===== src/rtl/rename_settings.svh =====
`ifndef RENAME_SETTINGS_SVH
`define RENAME_SETTINGS_SVH

// architectural register count of rv32i
`define RENAME_ARCH_REGS 32

// physical register file size
// the upper half starts out on the free list
`define RENAME_PHYS_REGS 64

// reorder buffer entries, power of two
`define RENAME_ROB_DEPTH 16

`endif


===== src/rtl/rename_pkg.sv =====
`include "rename_settings.svh"

package rename_pkg;

    // register numbers
    typedef logic [$clog2(`RENAME_ARCH_REGS)-1:0] arch_reg_t;
    typedef logic [$clog2(`RENAME_PHYS_REGS)-1:0] phys_reg_t;

    // slot in the reorder buffer
    typedef logic [$clog2(`RENAME_ROB_DEPTH)-1:0] rob_idx_t;

    // entry leaving the rob at commit
    typedef struct packed {
        arch_reg_t arch;
        phys_reg_t phys;
    } rob_out_t;

    // one completion broadcast
    typedef struct packed {
        logic     valid;
        rob_idx_t rob_idx;
    } cdb_t;

    // one rob slot
    typedef struct packed {
        logic      valid;   // slot holds an instruction
        logic      done;    // result written back
        arch_reg_t arch;
        phys_reg_t phys;
    } rob_entry_t;

endpackage


===== src/rtl/rob.sv =====
`timescale 1ns/1ps

`include "rename_settings.svh"

module rob #(
    parameter int QUEUE_DEPTH = `RENAME_ROB_DEPTH
) (
    input  logic                  clk,
    input  logic                  rst,

    // from rename
    input  logic                  enqueue,
    input  rename_pkg::arch_reg_t enq_arch,
    input  rename_pkg::phys_reg_t enq_phys,

    // completion broadcasts
    input  rename_pkg::cdb_t      add_cdb,
    input  rename_pkg::cdb_t      mul_cdb,
    input  rename_pkg::cdb_t      div_cdb,

    // slot the next dispatch will take
    output rename_pkg::rob_idx_t  rob_num,
    output logic                  full,

    // to the retirement map
    output logic                  commit_valid,
    output rename_pkg::rob_out_t  commit
);

    import rename_pkg::*;

    localparam int ADDR_WIDTH = $clog2(QUEUE_DEPTH);
    localparam int NUM_CDB    = 3;

    // pointers carry one wrap bit above the slot bits
    // tail marks the youngest entry, head the last one retired
    logic [ADDR_WIDTH:0]   tail_ptr;
    logic [ADDR_WIDTH:0]   head_ptr;

    logic [ADDR_WIDTH-1:0] tail_slot;   // where the next enqueue lands
    logic [ADDR_WIDTH-1:0] head_slot;   // oldest live entry

    rob_entry_t            mem [QUEUE_DEPTH];
    rob_entry_t            head_entry;
    rob_entry_t            new_entry;

    cdb_t                  cdb [NUM_CDB];

    assign tail_slot = tail_ptr[ADDR_WIDTH-1:0] + 1'b1;
    assign head_slot = head_ptr[ADDR_WIDTH-1:0] + 1'b1;

    assign rob_num = tail_slot;

    // same slot bits, opposite wrap bits
    assign full = (tail_ptr[ADDR_WIDTH-1:0] == head_ptr[ADDR_WIDTH-1:0]) &&
                  (tail_ptr[ADDR_WIDTH] != head_ptr[ADDR_WIDTH]);

    assign head_entry   = mem[head_slot];
    assign commit_valid = head_entry.valid && head_entry.done;

    always_comb begin
        commit.arch = head_entry.arch;
        commit.phys = head_entry.phys;
    end

    // fresh entry, waiting on its execution unit
    always_comb begin
        new_entry.valid = 1'b1;
        new_entry.done  = 1'b0;
        new_entry.arch  = enq_arch;
        new_entry.phys  = enq_phys;
    end

    // all three ports are handled the same way
    assign cdb[0] = add_cdb;
    assign cdb[1] = mul_cdb;
    assign cdb[2] = div_cdb;

    always_ff @(posedge clk) begin
        if (rst) begin
            tail_ptr <= '1;  // slot 0 comes first
            head_ptr <= '1;
        end else begin
            if (enqueue) begin
                tail_ptr <= tail_ptr + 1'b1;
            end
            if (commit_valid) begin
                head_ptr <= head_ptr + 1'b1;
            end
        end
    end

    always_ff @(posedge clk) begin
        if (rst) begin
            for (int i = 0; i < QUEUE_DEPTH; i++) begin
                mem[i].valid <= 1'b0;
                mem[i].done  <= 1'b0;
            end
        end else begin
            // retire the head, it was shown on commit this cycle
            if (commit_valid) begin
                mem[head_slot].valid <= 1'b0;
                mem[head_slot].done  <= 1'b0;
            end

            // enqueue never targets the head slot while it is live
            if (enqueue) begin
                mem[tail_slot] <= new_entry;
            end

            // several ports may finish in one cycle, each on its own slot
            for (int p = 0; p < NUM_CDB; p++) begin
                if (cdb[p].valid) begin
                    mem[cdb[p].rob_idx].done <= 1'b1;
                end
            end
        end
    end

endmodule


===== src/rtl/free_list.sv =====
`timescale 1ns/1ps

`include "rename_settings.svh"

module free_list (
    input  logic                  clk,
    input  logic                  rst,

    // allocate on rename
    input  logic                  pop,

    // superseded register returned at commit
    input  logic                  push,
    input  rename_pkg::phys_reg_t push_phys,

    output rename_pkg::phys_reg_t head_phys,
    output logic                  empty
);

    import rename_pkg::*;

    // every physical register above the identity map
    localparam int DEPTH     = `RENAME_PHYS_REGS - `RENAME_ARCH_REGS;
    localparam int PTR_WIDTH = $clog2(DEPTH);

    phys_reg_t            mem [DEPTH];
    logic [PTR_WIDTH-1:0] rd_ptr;
    logic [PTR_WIDTH-1:0] wr_ptr;
    logic [PTR_WIDTH:0]   count;    // one extra bit to hold DEPTH

    assign head_phys = mem[rd_ptr];
    assign empty     = (count == '0);

    always_ff @(posedge clk) begin
        if (rst) begin
            // starts full, wr_ptr has wrapped back onto rd_ptr
            rd_ptr <= '0;
            wr_ptr <= '0;
            count  <= (PTR_WIDTH+1)'(DEPTH);
        end else begin
            if (pop) begin
                rd_ptr <= rd_ptr + 1'b1;
            end
            if (push) begin
                wr_ptr <= wr_ptr + 1'b1;
            end

            case ({push, pop})
                2'b10:   count <= count + 1'b1;
                2'b01:   count <= count - 1'b1;
                default: count <= count;  // both or neither
            endcase
        end
    end

    // contents are part of the reset state here
    always_ff @(posedge clk) begin
        if (rst) begin
            for (int i = 0; i < DEPTH; i++) begin
                mem[i] <= phys_reg_t'(`RENAME_ARCH_REGS + i);  // 32 up to 63
            end
        end else if (push) begin
            // lands behind everything still queued
            mem[wr_ptr] <= push_phys;
        end
    end

endmodule


===== src/rtl/rat.sv =====
`timescale 1ns/1ps

`include "rename_settings.svh"

module rat (
    input  logic                  clk,
    input  logic                  rst,

    // source lookups
    input  rename_pkg::arch_reg_t rs1,
    input  rename_pkg::arch_reg_t rs2,
    output rename_pkg::phys_reg_t rs1_phys,
    output rename_pkg::phys_reg_t rs2_phys,

    // destination rename
    input  rename_pkg::arch_reg_t rd,
    input  logic                  write,
    input  rename_pkg::phys_reg_t rd_phys
);

    import rename_pkg::*;

    localparam int NUM_REGS = `RENAME_ARCH_REGS;

    // speculative map, runs ahead of the committed one in rrf
    phys_reg_t map [NUM_REGS];

    // read before this cycle's write
    // so rs == rd still sees the older producer
    assign rs1_phys = map[rs1];
    assign rs2_phys = map[rs2];

    always_ff @(posedge clk) begin
        if (rst) begin
            for (int i = 0; i < NUM_REGS; i++) begin
                map[i] <= phys_reg_t'(i);  // identity
            end
        end else if (write) begin
            map[rd] <= rd_phys;
        end
    end

endmodule


===== src/rtl/rrf.sv =====
`timescale 1ns/1ps

`include "rename_settings.svh"

module rrf (
    input  logic                  clk,
    input  logic                  rst,

    // retiring entry from the rob
    input  logic                  commit_valid,
    input  rename_pkg::rob_out_t  commit,

    // previous owner of commit.arch, goes back to the free list
    output rename_pkg::phys_reg_t freed_phys
);

    import rename_pkg::*;

    localparam int NUM_REGS = `RENAME_ARCH_REGS;

    // committed architectural state
    phys_reg_t map [NUM_REGS];

    // only meaningful while commit_valid is high
    assign freed_phys = map[commit.arch];

    always_ff @(posedge clk) begin
        if (rst) begin
            for (int i = 0; i < NUM_REGS; i++) begin
                map[i] <= phys_reg_t'(i);
            end
        end else if (commit_valid) begin
            map[commit.arch] <= commit.phys;  // new owner
        end
    end

endmodule


===== src/rtl/rename_commit.sv =====
`timescale 1ns/1ps

`include "rename_settings.svh"

module rename_commit (
    input  logic                  clk,
    input  logic                  rst,

    // dispatch from decode
    input  logic                  dispatch_valid,
    input  rename_pkg::arch_reg_t dispatch_rd,
    input  rename_pkg::arch_reg_t dispatch_rs1,
    input  rename_pkg::arch_reg_t dispatch_rs2,

    // completions from the execution units
    input  rename_pkg::cdb_t      add_cdb,
    input  rename_pkg::cdb_t      mul_cdb,
    input  rename_pkg::cdb_t      div_cdb,

    output logic                  stall,
    output rename_pkg::phys_reg_t dispatch_phys_rd,
    output rename_pkg::phys_reg_t dispatch_phys_rs1,
    output rename_pkg::phys_reg_t dispatch_phys_rs2,
    output rename_pkg::rob_idx_t  dispatch_rob_idx,

    output logic                  commit_valid,
    output rename_pkg::rob_out_t  commit,
    output rename_pkg::phys_reg_t freed_phys
);

    import rename_pkg::*;

    logic      rob_full;
    logic      fl_empty;
    logic      rename_fire;
    phys_reg_t fl_head;

    // no room in the rob or nothing left to allocate
    assign stall       = rob_full | fl_empty;
    assign rename_fire = dispatch_valid & ~stall;  // dropped when stalled

    assign dispatch_phys_rd = fl_head;

    rob #(
        .QUEUE_DEPTH (`RENAME_ROB_DEPTH)
    ) u_rob (
        .clk          (clk),
        .rst          (rst),
        .enqueue      (rename_fire),
        .enq_arch     (dispatch_rd),
        .enq_phys     (fl_head),
        .add_cdb      (add_cdb),
        .mul_cdb      (mul_cdb),
        .div_cdb      (div_cdb),
        .rob_num      (dispatch_rob_idx),
        .full         (rob_full),
        .commit_valid (commit_valid),
        .commit       (commit)
    );

    free_list u_free_list (
        .clk       (clk),
        .rst       (rst),
        .pop       (rename_fire),
        .push      (commit_valid),   // one register back per commit
        .push_phys (freed_phys),
        .head_phys (fl_head),
        .empty     (fl_empty)
    );

    rat u_rat (
        .clk      (clk),
        .rst      (rst),
        .rs1      (dispatch_rs1),
        .rs2      (dispatch_rs2),
        .rs1_phys (dispatch_phys_rs1),
        .rs2_phys (dispatch_phys_rs2),
        .rd       (dispatch_rd),
        .write    (rename_fire),
        .rd_phys  (fl_head)
    );

    rrf u_rrf (
        .clk          (clk),
        .rst          (rst),
        .commit_valid (commit_valid),
        .commit       (commit),
        .freed_phys   (freed_phys)
    );

endmodule


===== config.mk =====
export PLATFORM = sky130hd
export DESIGN_NAME = rename_commit
export DESIGN_NICKNAME = d
export VERILOG_FILES = /design/src/rtl/rename_pkg.sv /design/src/rtl/rob.sv /design/src/rtl/free_list.sv /design/src/rtl/rat.sv /design/src/rtl/rrf.sv /design/src/rtl/rename_commit.sv
export VERILOG_INCLUDE_DIRS = /design/src /design/src/rtl
export SDC_FILE = /design/constraint.sdc
export NUM_CORES = 1
export LEC_CHECK = 0
export ABC_AREA = 1
export BUFFER_PORTS_ARGS = -buffer_cell sky130_fd_sc_hd__buf_2
export CAP_MARGIN = 20
export CELL_PAD_IN_SITES_DETAIL_PLACEMENT = 0
export CELL_PAD_IN_SITES_GLOBAL_PLACEMENT = 1
export CORE_MARGIN = 5
export CORE_UTILIZATION = 49
export CTS_CLUSTER_DIAMETER = 100
export DETAILED_ROUTE_END_ITERATION = 10
export PLACE_DENSITY_LB_ADDON = 0.12
export SLEW_MARGIN = 20
export SYNTH_ARGS = -nofsm -noshare
export SYNTH_HDL_FRONTEND = slang
export SYNTH_HIERARCHICAL = 1
export SYNTH_SLANG_ARGS = --single-unit
export TNS_END_PERCENT = 20

===== constraint.sdc =====
create_clock -name clk -period 6.2 [get_ports clk]
set_clock_uncertainty 0.2 [all_clocks]
set_input_delay 0.31 -clock clk [delete_from_list [all_inputs] [get_ports clk]]
set_output_delay 0.31 -clock clk [all_outputs]
set_load 0.01 [all_outputs]

### Yosys cells after proc, flatten, opt, wreduce, memory -nomap -nowiden

Memories as Yosys holds them, arrays and structs flattened. A register that Yosys moved wholly into a read port is not among the register bits.
Index checks and enable logic that the tools add are counted.

| operators by class | value |
|---|---|
| multiplexer cells | 44 |
| bitwise operators | 3 |
| add/subtract/negate cells | 8 |
| eq/ne operators | 4 |
| reductions and logical operators | 12 |

Operators by type and width:

| kind | number |
|---|---|
| two-way mux 13 bit | 5 |
| OR reduction 13 bit | 5 |
| two-way mux 5 bit | 5 |
| adder 5 x 1 -> 5 bit, second input constant | 4 |
| two-way mux 1 bit | 20 |
| two-way mux 4 bit | 5 |
| two-way mux 6 bit | 3 |
| OR reduction 6 bit | 3 |
| one-hot mux 6 bit (2 select lines) | 1 |
| two-way mux 3 bit | 3 |
| adder 4 x 1 -> 4 bit, second input constant | 2 |
| adder 6 x 1 -> 6 bit, second input constant | 1 |
| zero test 6 bit | 1 |
| subtractor 6 x 1 -> 6 bit, second input constant | 1 |
| equality test 4 bit | 1 |
| two-way mux 2 bit | 2 |
| equality test 2 x 1 -> 1 bit, second input constant | 1 |
| equality test 2 bit, second input constant | 1 |
| logical AND 1 bit | 2 |
| nonzero test 2 bit | 1 |
| bitwise AND 1 bit | 1 |
| != test 1 bit | 1 |
| NOT 1 bit | 1 |
| bitwise OR 1 bit | 1 |

| storage, ports and cells | value |
|---|---|
| output and inout bits | 41 |
| RAM bits | 784 |
| memories kept | 4 |
| bits in registers | 26 |

Memories:

| name | words | bits a word | read ports | clocked after memory_dff | write ports | line | source |
|---|---|---|---|---|---|---|---|
| u_rob.mem | 16 | 13 | 1 | 0 | 16 | rob.sv:43 | `rob_entry_t mem [QUEUE_DEPTH];` |
| u_free_list.mem | 32 | 6 | 1 | 1 | 32 | free_list.sv:26 | `phys_reg_t mem [DEPTH];` |
| u_rat.map | 32 | 6 | 2 | 0 | 32 | rat.sv:26 | `phys_reg_t map [NUM_REGS];` |
| u_rrf.map | 32 | 6 | 1 | 0 | 32 | rrf.sv:22 | `phys_reg_t map [NUM_REGS];` |

### Longest topological paths before layout

Gate-level depths: netlist of the first run.

| logic depth | value |
|---|---|
| depth in word-level cells | 10 |
| gate-level depth with buffers | 30 |
| gate-level depth less buffers | 25 |

### Cells and area by module

The synthesis of the first run kept the hierarchy.

Modules (own cells, without submodules):

| module | cells an instance | area an instance (um2) | seq. area each (um2) | instances |
|---|---|---|---|---|
| rat | 1450 | 11070.6 | 5765.5 | 1 |
| free_list | 1134 | 10162.2 | 6185.9 | 1 |
| rob | 999 | 9850.7 | 6125.9 | 1 |
| rrf | 1093 | 9301.4 | 5765.5 | 1 |
| rename_commit | 5 | 23.8 | 0.0 | 1 |

### Worst setup path before layout of the first run

OpenSTA, ideal clock, no wires.

| path | value |
|---|---|
| path type | reg2reg |
| start point | reg u_rob.head_ptr[0] |
| end point | mem u_free_list/mem[10][4] (netlist name) (data pin) |
| period minus slack after synthesis | 4437 ps |
| setup slack | 1763 ps |
| path buffers | 10 |
| cell stages (with the launch flop) | 29 |
| setup time | 266 ps |
| required time | 5734 ps |
| data arrival time | 3971 ps |
| cell sequence | dfxtp_1 -> buf_4 -> inv_2 -> buf_2 -> buf_1 -> ha_1 -> buf_2 -> inv_1 -> buf_2 -> clkbuf_1 -> o21ai_0 -> o22ai_1 -> nand3_1 -> nand4_1 -> buf_2 -> inv_2 -> buf_2 -> buf_2 -> nand2_1 -> nand2_1 -> nand2_1 -> nand2_1 -> nand2_1 -> nand2_1 -> nor2_1 -> nand2_1 -> inv_1 -> clkbuf_1 -> nor2_1 |

RTL lines:

| item | line | source |
|---|---|---|
| start: declaration | rob.sv:38 | `logic [ADDR_WIDTH:0] head_ptr;` |
| start signal: assignment | rob.sv:88 | `head_ptr <= head_ptr + 1'b1;` |
| end: declaration | free_list.sv:26 |  |

### Worst setup path after layout of the first run

| path | value |
|---|---|
| start point | reg u_rob.head_ptr[0] |
| end point | out freed_phys[5] |

| between the ends | value |
|---|---|
| word-level cells in the longest chain between the ends | 3 |

RTL lines:

| item | line | source |
|---|---|---|
| adder 4 x 1 -> 4 bit | rob.sv:50 | `assign head_slot = head_ptr[ADDR_WIDTH-1:0] + 1'b1;` |
| memory read (16 x 13 bit) | n/a |  |
| memory read (32 x 6 bit) | n/a |  |
| end: declaration | rename_commit.sv:28 | `output rename_pkg::phys_reg_t freed_phys` |

No other way between the ends.

==> flow_metrics.tcl, run 1 <==
set metrics [dict create \
    outcome "finished, final reports clean" \
    synth_mux_area_share_pct 0 \
    std_cell_rows 105 \
    antenna_found_initial 0 \
    whs_endpoint "u_rob/mem[0][11]" \
    cp.required_ns 5.69 \
    grt_usage_pct 24.5 \
    via_count 31000 \
    syn2layout_area_growth_pct 9.40 \
    synth_top_family_by_area "simple AND/OR/NAND/NOR gates" \
    hold_viol_final 0 \
    drt-pass1-iter-count 6 \
    synth_async_sr_flop_share_pct 0 \
    period_minus_slack_ns 5.74 \
    io_pins 74 \
    htree_num_levels 3 \
    synthTopCellsByCount "nand2_1 (1907), edfxtp_1 (752), nor2_1 (542), nand3_1 (519), inv_1 (232)" \
    rsz0062_at_grt "no" \
    finalSetupTns_ns 0 \
    vdd_drop_max_mv 0.324 \
    yosys_most_used_dff "edfxtp_1" \
    worstPathArrival_ns 5.23 \
    clk_latency_ns 0.63 \
    dp_hpwl_um 69300 \
    rrSetupSlack_ns 0.85 \
    routed_via_density 5.35 \
    drt-total-wl_um 111000 \
    power.density_nw_per_um2 335 \
    drtIter0Drc 2537 \
    slew_headroom_pct 21.6 \
    min_delay_path_depth 6 \
    worst_slack_ns 0.459 \
    layout-drive-gt1-share_pct 8.42 \
    synth_compound_area_share_pct 2.56 \
    slew_violations 0 \
    finalSetupViolCount 0 \
    num_antenna_cells 0 \
    period_share_pct 92.6 \
    netlist.area_leader.share_pct 55.9 \
    syn_nets 4732 \
    r2r-start "u_rob/head_ptr[0]" \
    floorplan.initialDensity_pct 49.3 \
    synth_cell_type_count 35 \
    rr_worst_depth 14 \
    fin_util_pct 53.9 \
    grt_pass1_wl_um 171000 \
    cp-start-kind "flip-flop" \
    yosysTopAreaCell "edfxtp_1" \
    path_class "flip-flop to output pin" \
    grt_pass1_vias 29900 \
    yosysWarnings 6 \
    numCtsBuffers 86 \
    min_from "div_cdb[2]" \
    yosysMostFrequentCell "nand2_1" \
    worstMarginPinSlew_ns 1.17 \
    cts_sinks 815 \
    synth_area_per_cell_um2 8.63 \
    synth_edf_count 752 \
    routabilityCongestion 0.883 \
    leakage_nw 17.6 \
    cts-root-buf "clkbuf_16" \
    clock_path_buffers 3 \
    dp_slack_ns 0.890 \
    io_buffers 73 \
    clk_pin_slew_ns 0.06 \
    ant_nets 0 \
    hold_class "primary input to flip-flop" \
    endpoint_kind "output pin" \
    coreArea_um2 82000 \
    gr-total-overflow 0 \
    grt_max_degree 100 \
    synth_fa_ha_area_share_pct 0.557 \
    cap_violations 0 \
    cp_max_fo 38 \
    wl_per_cell_um 19.1 \
    p_total_mw 14.8 \
    cts_setup_buffers 0 \
    cts_tree "yes" \
    maxClockFrequency_mhz 174 \
    synth_seq_cells 815 \
    synth-xor-area-share_pct 0.303 \
    dieWidth_um 297 \
    synth-simple-area-share_pct 31.4 \
    r2r_end "u_rrf/map[2][2]" \
    yosys-top-cells-area "edfxtp_1 (56%), nand2_1 (18%), nand3_1 (6.4%)" \
    die_y_um 297 \
    dieArea_um2 88300 \
    yosysSeqAreaShare_pct 59.0 \
    synth_cells 4681 \
    syn_area_um2 40400 \
    final_nets 4713 \
    drc_errors 0 \
]
==> how the worst max path moves through the flow <==
stage                             end  cells past startpoint  slack, ns               from
6_report                freed_phys[5]                     18       0.46  u_rob/head_ptr[0]
5_1_grt                 freed_phys[5]                     18       0.05  u_rob/head_ptr[0]
4_1_cts                 freed_phys[5]                     18       0.37  u_rob/head_ptr[0]
3_5_place_dp          u_rrf/map[2][2]                     14       0.89  u_rob/head_ptr[0]
3_3_place_gp          u_rrf/map[2][4]                     14       0.90  u_rob/head_ptr[0]
2_1_floorplan  u_free_list/mem[10][4]                     28       1.76  u_rob/head_ptr[0]
==> kinds of logic (layout without fill, tap and decap cells) <==
group	after synthesis	in the layout
compound gates	194	194
buf+inv	552	599
simple gates	3091	3091
xor+xnor	11	11
flops	815	815
fa+ha+maj	18	18
==> power by group <==
part	switching, mW	internal, mW	leakage (nW)
Combinational	2.82	0.771	9.22
Sequential	0.0736	6.19	7.08
Clock	2.15	2.82	1.30
==> layout by cell type, fill, tap and decap left out, drive strengths merged <==
cell type	n
a21o	1
a21oi	36
a31oi	2
buf	126
bufinv	5
clkbuf	108
clkinv	31
clkinvlp	7
dfxtp	63
dlygate4sd3	28
edfxtp	752
ha	18
inv	294
nand2	1919
nand3	538
nand4	7
nor2	587
nor3	36
nor4	2
o21ai	107
o22ai	48
or2	2
xnor2	8
xor2	3
==> critical path: stages (launching register included) <==
cell	delay, ns
dfxtp_4	0.46
ha_1	0.29
xnor2_2	0.73
inv_2	0.37
nand2_2	0.22
inv_1	0.24
nand2_1	0.16
nand4_1	0.13
inv_2	0.48
buf_4	0.48
nand2_1	0.10
nand2_1	0.08
nand2_1	0.07
nand2_1	0.10
nand2_1	0.07
nand2_1	0.11
nor2_1	0.06
nand2_1	0.21
buf_2	0.19
==> metal layers <==
metal	vias up	track usage [%]	routed length [um]
met5	-	0	0
met4	0	6.15	2200
met3	136	2.96	6420
met2	903	40.9	52700
met1	14700	34.6	49500
li1	15200	-	-
==> registers in the layout (all words and copies together) (netlist names), named ones only <==
name                cells
u_rob/mem             208
u_free_list/mem       192
u_rat/map             192
u_rrf/map             192
u_free_list/count       6
u_free_list/rd_ptr      5
u_free_list/wr_ptr      5
u_rob/head_ptr          5
u_rob/tail_ptr          5
==> area by class of cell <==
cell class,instances,area (um2)
fill,7662,37800
sequential,815,23800
multi-input combinational,3314,14100
clock buffer,108,2280
tap,1070,1340
timing repair buffer,154,1130
inverter,291,1100
clock inverter,46,423
==> stage by stage <==
step,instance area (um2),hold WS (ns),instances
2_1_floorplan,40400,0.209,4681
3_5_place_dp,41100,0.257,5612
3_3_place_gp,41100,0.253,5611
5_1_grt,44200,0.0538,5798
6_report,44200,0.0564,5798
4_1_cts,44100,0.00240,5794
==> what timing repair did <==
item | CTS | global route
hold buffers | 28 | 0
endpoints found under the hold margin | 86 | 0
gates resized for setup | 0 | 0
Power figures use the tool's default switching activity.
==> inputs of run 2 (changes only) <==
- CORE_UTILIZATION: 49 -> 50
- SYNTH_HIERARCHICAL: 1 -> default
- clock period: 6.2 -> 5.5 ns (I/O delays scaled with it)
==> run 2 against run 1 <==
Final cell count shrank 8.8%. Critical path depth increased by 1. Global-route usage is 3.4 points higher. Setup slack worse by 0.12 ns. Combinational power shrank 15%. Synthesized area fell by 3.4%. Sequential share of layout area rose by 0.69 points. Via count hardly changed. Synthesized cell count decreased by 11%. Die area decreased by 5.1%. Sequential power increased by 13%. Core utilization rose by 2.4 points.
==> flow_metrics.tcl, run 2 <==
set metrics [dict create \
    io_pins 74 \
    finalSetupViolCount 0 \
    hold_class "primary input to flip-flop" \
    yosysSeqAreaShare_pct 61.1 \
    drt-total-wl_um 118000 \
    yosys_most_used_dff "edfxtp_1" \
    netlist.area_leader.share_pct 57.8 \
    synth_edf_count 752 \
    clk_pin_slew_ns 0.06 \
    yosysWarnings 0 \
    dieArea_um2 83800 \
    cts-root-buf "clkbuf_16" \
    wl_per_cell_um 22.3 \
    grt_pass1_vias 29800 \
    period_minus_slack_ns 5.16 \
    numCtsBuffers 87 \
    p_total_mw 16.2 \
    dpl.cell_count 5087 \
    path_delay_family "buffers and inverters" \
    std_cell_rows 102 \
    synthTopCellsByCount "nand2_1 (863), nor2_1 (788), edfxtp_1 (752), o21ai_0 (429), nand3_1 (302)" \
    synth_top_family_by_area "simple AND/OR/NAND/NOR gates" \
    synth_mux_area_share_pct 0 \
    slew_headroom_pct 25.9 \
    worstPathArrival_ns 4.68 \
    maxClockFrequency_mhz 194 \
    synth_async_sr_flop_share_pct 0 \
    synth-simple-area-share_pct 21.1 \
    final_nets 4229 \
    synth_seq_cells 815 \
    routabilityCongestion 0.872 \
    cp-start-kind "flip-flop" \
    drt-pass1-iter-count 5 \
    gr-total-overflow 0 \
    period_share_pct 93.8 \
    synth_fa_ha_area_share_pct 0.692 \
    synth_compound_area_share_pct 11.6 \
    htree_num_levels 3 \
    crit_buf_inv 7 \
    yosys-top-cells-area "edfxtp_1 (58%), nand2_1 (8.3%), nor2_1 (7.6%)" \
    max_stage_delay_ns 0.50 \
    cts_tree "yes" \
    hold_viol_final 0 \
    dieWidth_um 289 \
    clock_path_buffers 3 \
    power.density_nw_per_um2 372 \
    syn_area_um2 39100 \
    antenna_found_initial 0 \
    yosysMostFrequentCell "nand2_1" \
    synth_cells 4177 \
    fillerInstances 6926 \
    cp_slowest_cell "dfxtp_1" \
    placed_area_um2 40300 \
    seqCellArea_um2 23800 \
    cap_violations 0 \
    crit_top_cell "nand2_1" \
    clk_latency_ns 0.66 \
    syn_nets 4231 \
    slew_violations 0 \
    regMostFlops "u_rob.mem" \
    floorplan.initialDensity_pct 50.4 \
    yosysTopAreaCell "edfxtp_1" \
    worstPathCellList "inv_1 > ha_1 > buf_4 > o21ai_0 > o22ai_1 > nand2_1 > nand2_1 > nor2_4 > buf_4 > inv_2 > buf_4 > nand2_1 > nand2_1 > nand2_1 > nand2_1 > nor2_2 > buf_4 > nand2_1 > buf_2" \
    layout_common_cells "nand2_1 (861), nor2_1 (788), edfxtp_1 (752)" \
    grt_max_degree 97 \
    num_antenna_cells 0 \
    leakage_nw 15.7 \
    grt_pass1_wl_um 180000 \
    routed_via_density 5.86 \
    outcome "finished, final reports clean" \
    layout-drive-gt1-share_pct 8.52 \
    stdcell_area_um2 43600 \
    ant_nets 0 \
    path_class "flip-flop to output pin" \
    min_delay_path_depth 7 \
    drc_errors 0 \
    finalSetupTns_ns 0 \
    rsz0062_at_grt "no" \
    worstMarginPinSlew_ns 1.11 \
    syn2layout_area_growth_pct 11.8 \
    drtIter0Drc 3493 \
    via_count 31000 \
    io_buffers 73 \
    synth_area_per_cell_um2 9.35 \
    synth_cell_type_count 45 \
    rr_worst_depth 14 \
    multiInputGateArea_um2 13200 \
    cts_sinks 815 \
    crit_cells 19 \
    layout.cells.non_filler 5287 \
    cp.required_ns 5.03 \
    largest_reg_flops 208 \
    synth-xor-area-share_pct 0.266 \
    die_y_um 289 \
    vdd_drop_max_mv 0.242 \
    grt_usage_pct 27.9 \
    endpoint_kind "output pin" \
    dp_hpwl_um 72800 \
    cp_max_fo 52 \
    final_common_cell "nand2_1" \
    coreArea_um2 77500 \
]
[run 2: cell count changes after synthesis, sizes merged, moves of 57 or more]
cell,change
clkbuf,+66
nand2,-1051
o221ai,+108
inv,-57
nand3,-235
nor2,+227
o21ai,+323
a21oi,+65
[run 2: cell type report]
| class | count | share of cell area (%) |
|---|---|---|
| clock buffers | 98 | 5.11 |
| clock inverters | 63 | 1.67 |
| inverters | 239 | 2.08 |
| multi-input cells | 2841 | 30.3 |
| flip-flops and latches | 815 | 54.6 |
| well taps | 1040 | 2.98 |
| repair buffers | 191 | 3.21 |
[run 2: report_power, final]
| part | total, mW | leakage, nW | switching (mW) | internal [mW] |
|---|---|---|---|---|
| clock | 6.10 | 1.45 | 2.57 | 3.53 |
| sequential | 7.10 | 7.30 | 0.0884 | 7.01 |
| combinational | 3.04 | 6.97 | 2.35 | 0.695 |
| total | 16.2 | 15.7 | 5.01 | 11.2 |
[run 2: final timing paths]
kind | endpoint | slack (ns) | from
max | freed_phys[1] | 0.34 | u_rob.head_ptr[1]
min | u_rob.mem[8][11] | 0.1 | add_cdb[4]
max reg2reg | u_rrf.map[29][0] | 0.39 | u_rob.head_ptr[1]
min reg2reg | u_rob.mem[13][12] | 0.27 | u_rob.mem[13][12]
[run 2: cells by family (layout without fill, tap and decap cells)]
family | after synthesis | count (layout)
AND/OR/NAND/NOR | 2035 | 2035
flip-flops | 815 | 815
AO/OA/AOI/OAI | 774 | 774
buffers and inverters | 521 | 591
adder cells (fa/ha/maj) | 21 | 21
XOR/XNOR | 11 | 11
[run 2: tightest hold or removal path, delay by kind of cell]
| kind | cells | cell delay [ns] |
|---|---|---|
| simple gates | 5 | 0.46 |
| buf+inv | 2 | 0.15 |
[run 2: through the flow]
step | setup WS (ns) | hold slack, ns | utilization, %
CTS | 0.134 | 0.0535 | 56.3
global placement | 0.617 | 0.254 | 52.0
finish | 0.343 | 0.0977 | 56.3
global route | 0.0492 | 0.134 | 56.3
detailed placement | 0.447 | 0.257 | 52.0
floorplan | 0.847 | 0.174 | -
[run 2: what timing repair did]
action,in CTS,in global routing
hold endpoints to repair,112,0
buffers inserted,0,0
setup endpoints to repair,0,5
resized for setup,0,4
hold buffers,38,0
[run 2: routing by layer]
layer  global-route usage, %  vias to the layer above  routed length (um)
li1                        -                    14400                   -
met1                    40.2                    14900               50200
met2                    44.4                     1405               55000
met3                    4.23                      208                9640
met4                    8.15                        0                3350
met5                       0                        -                   0
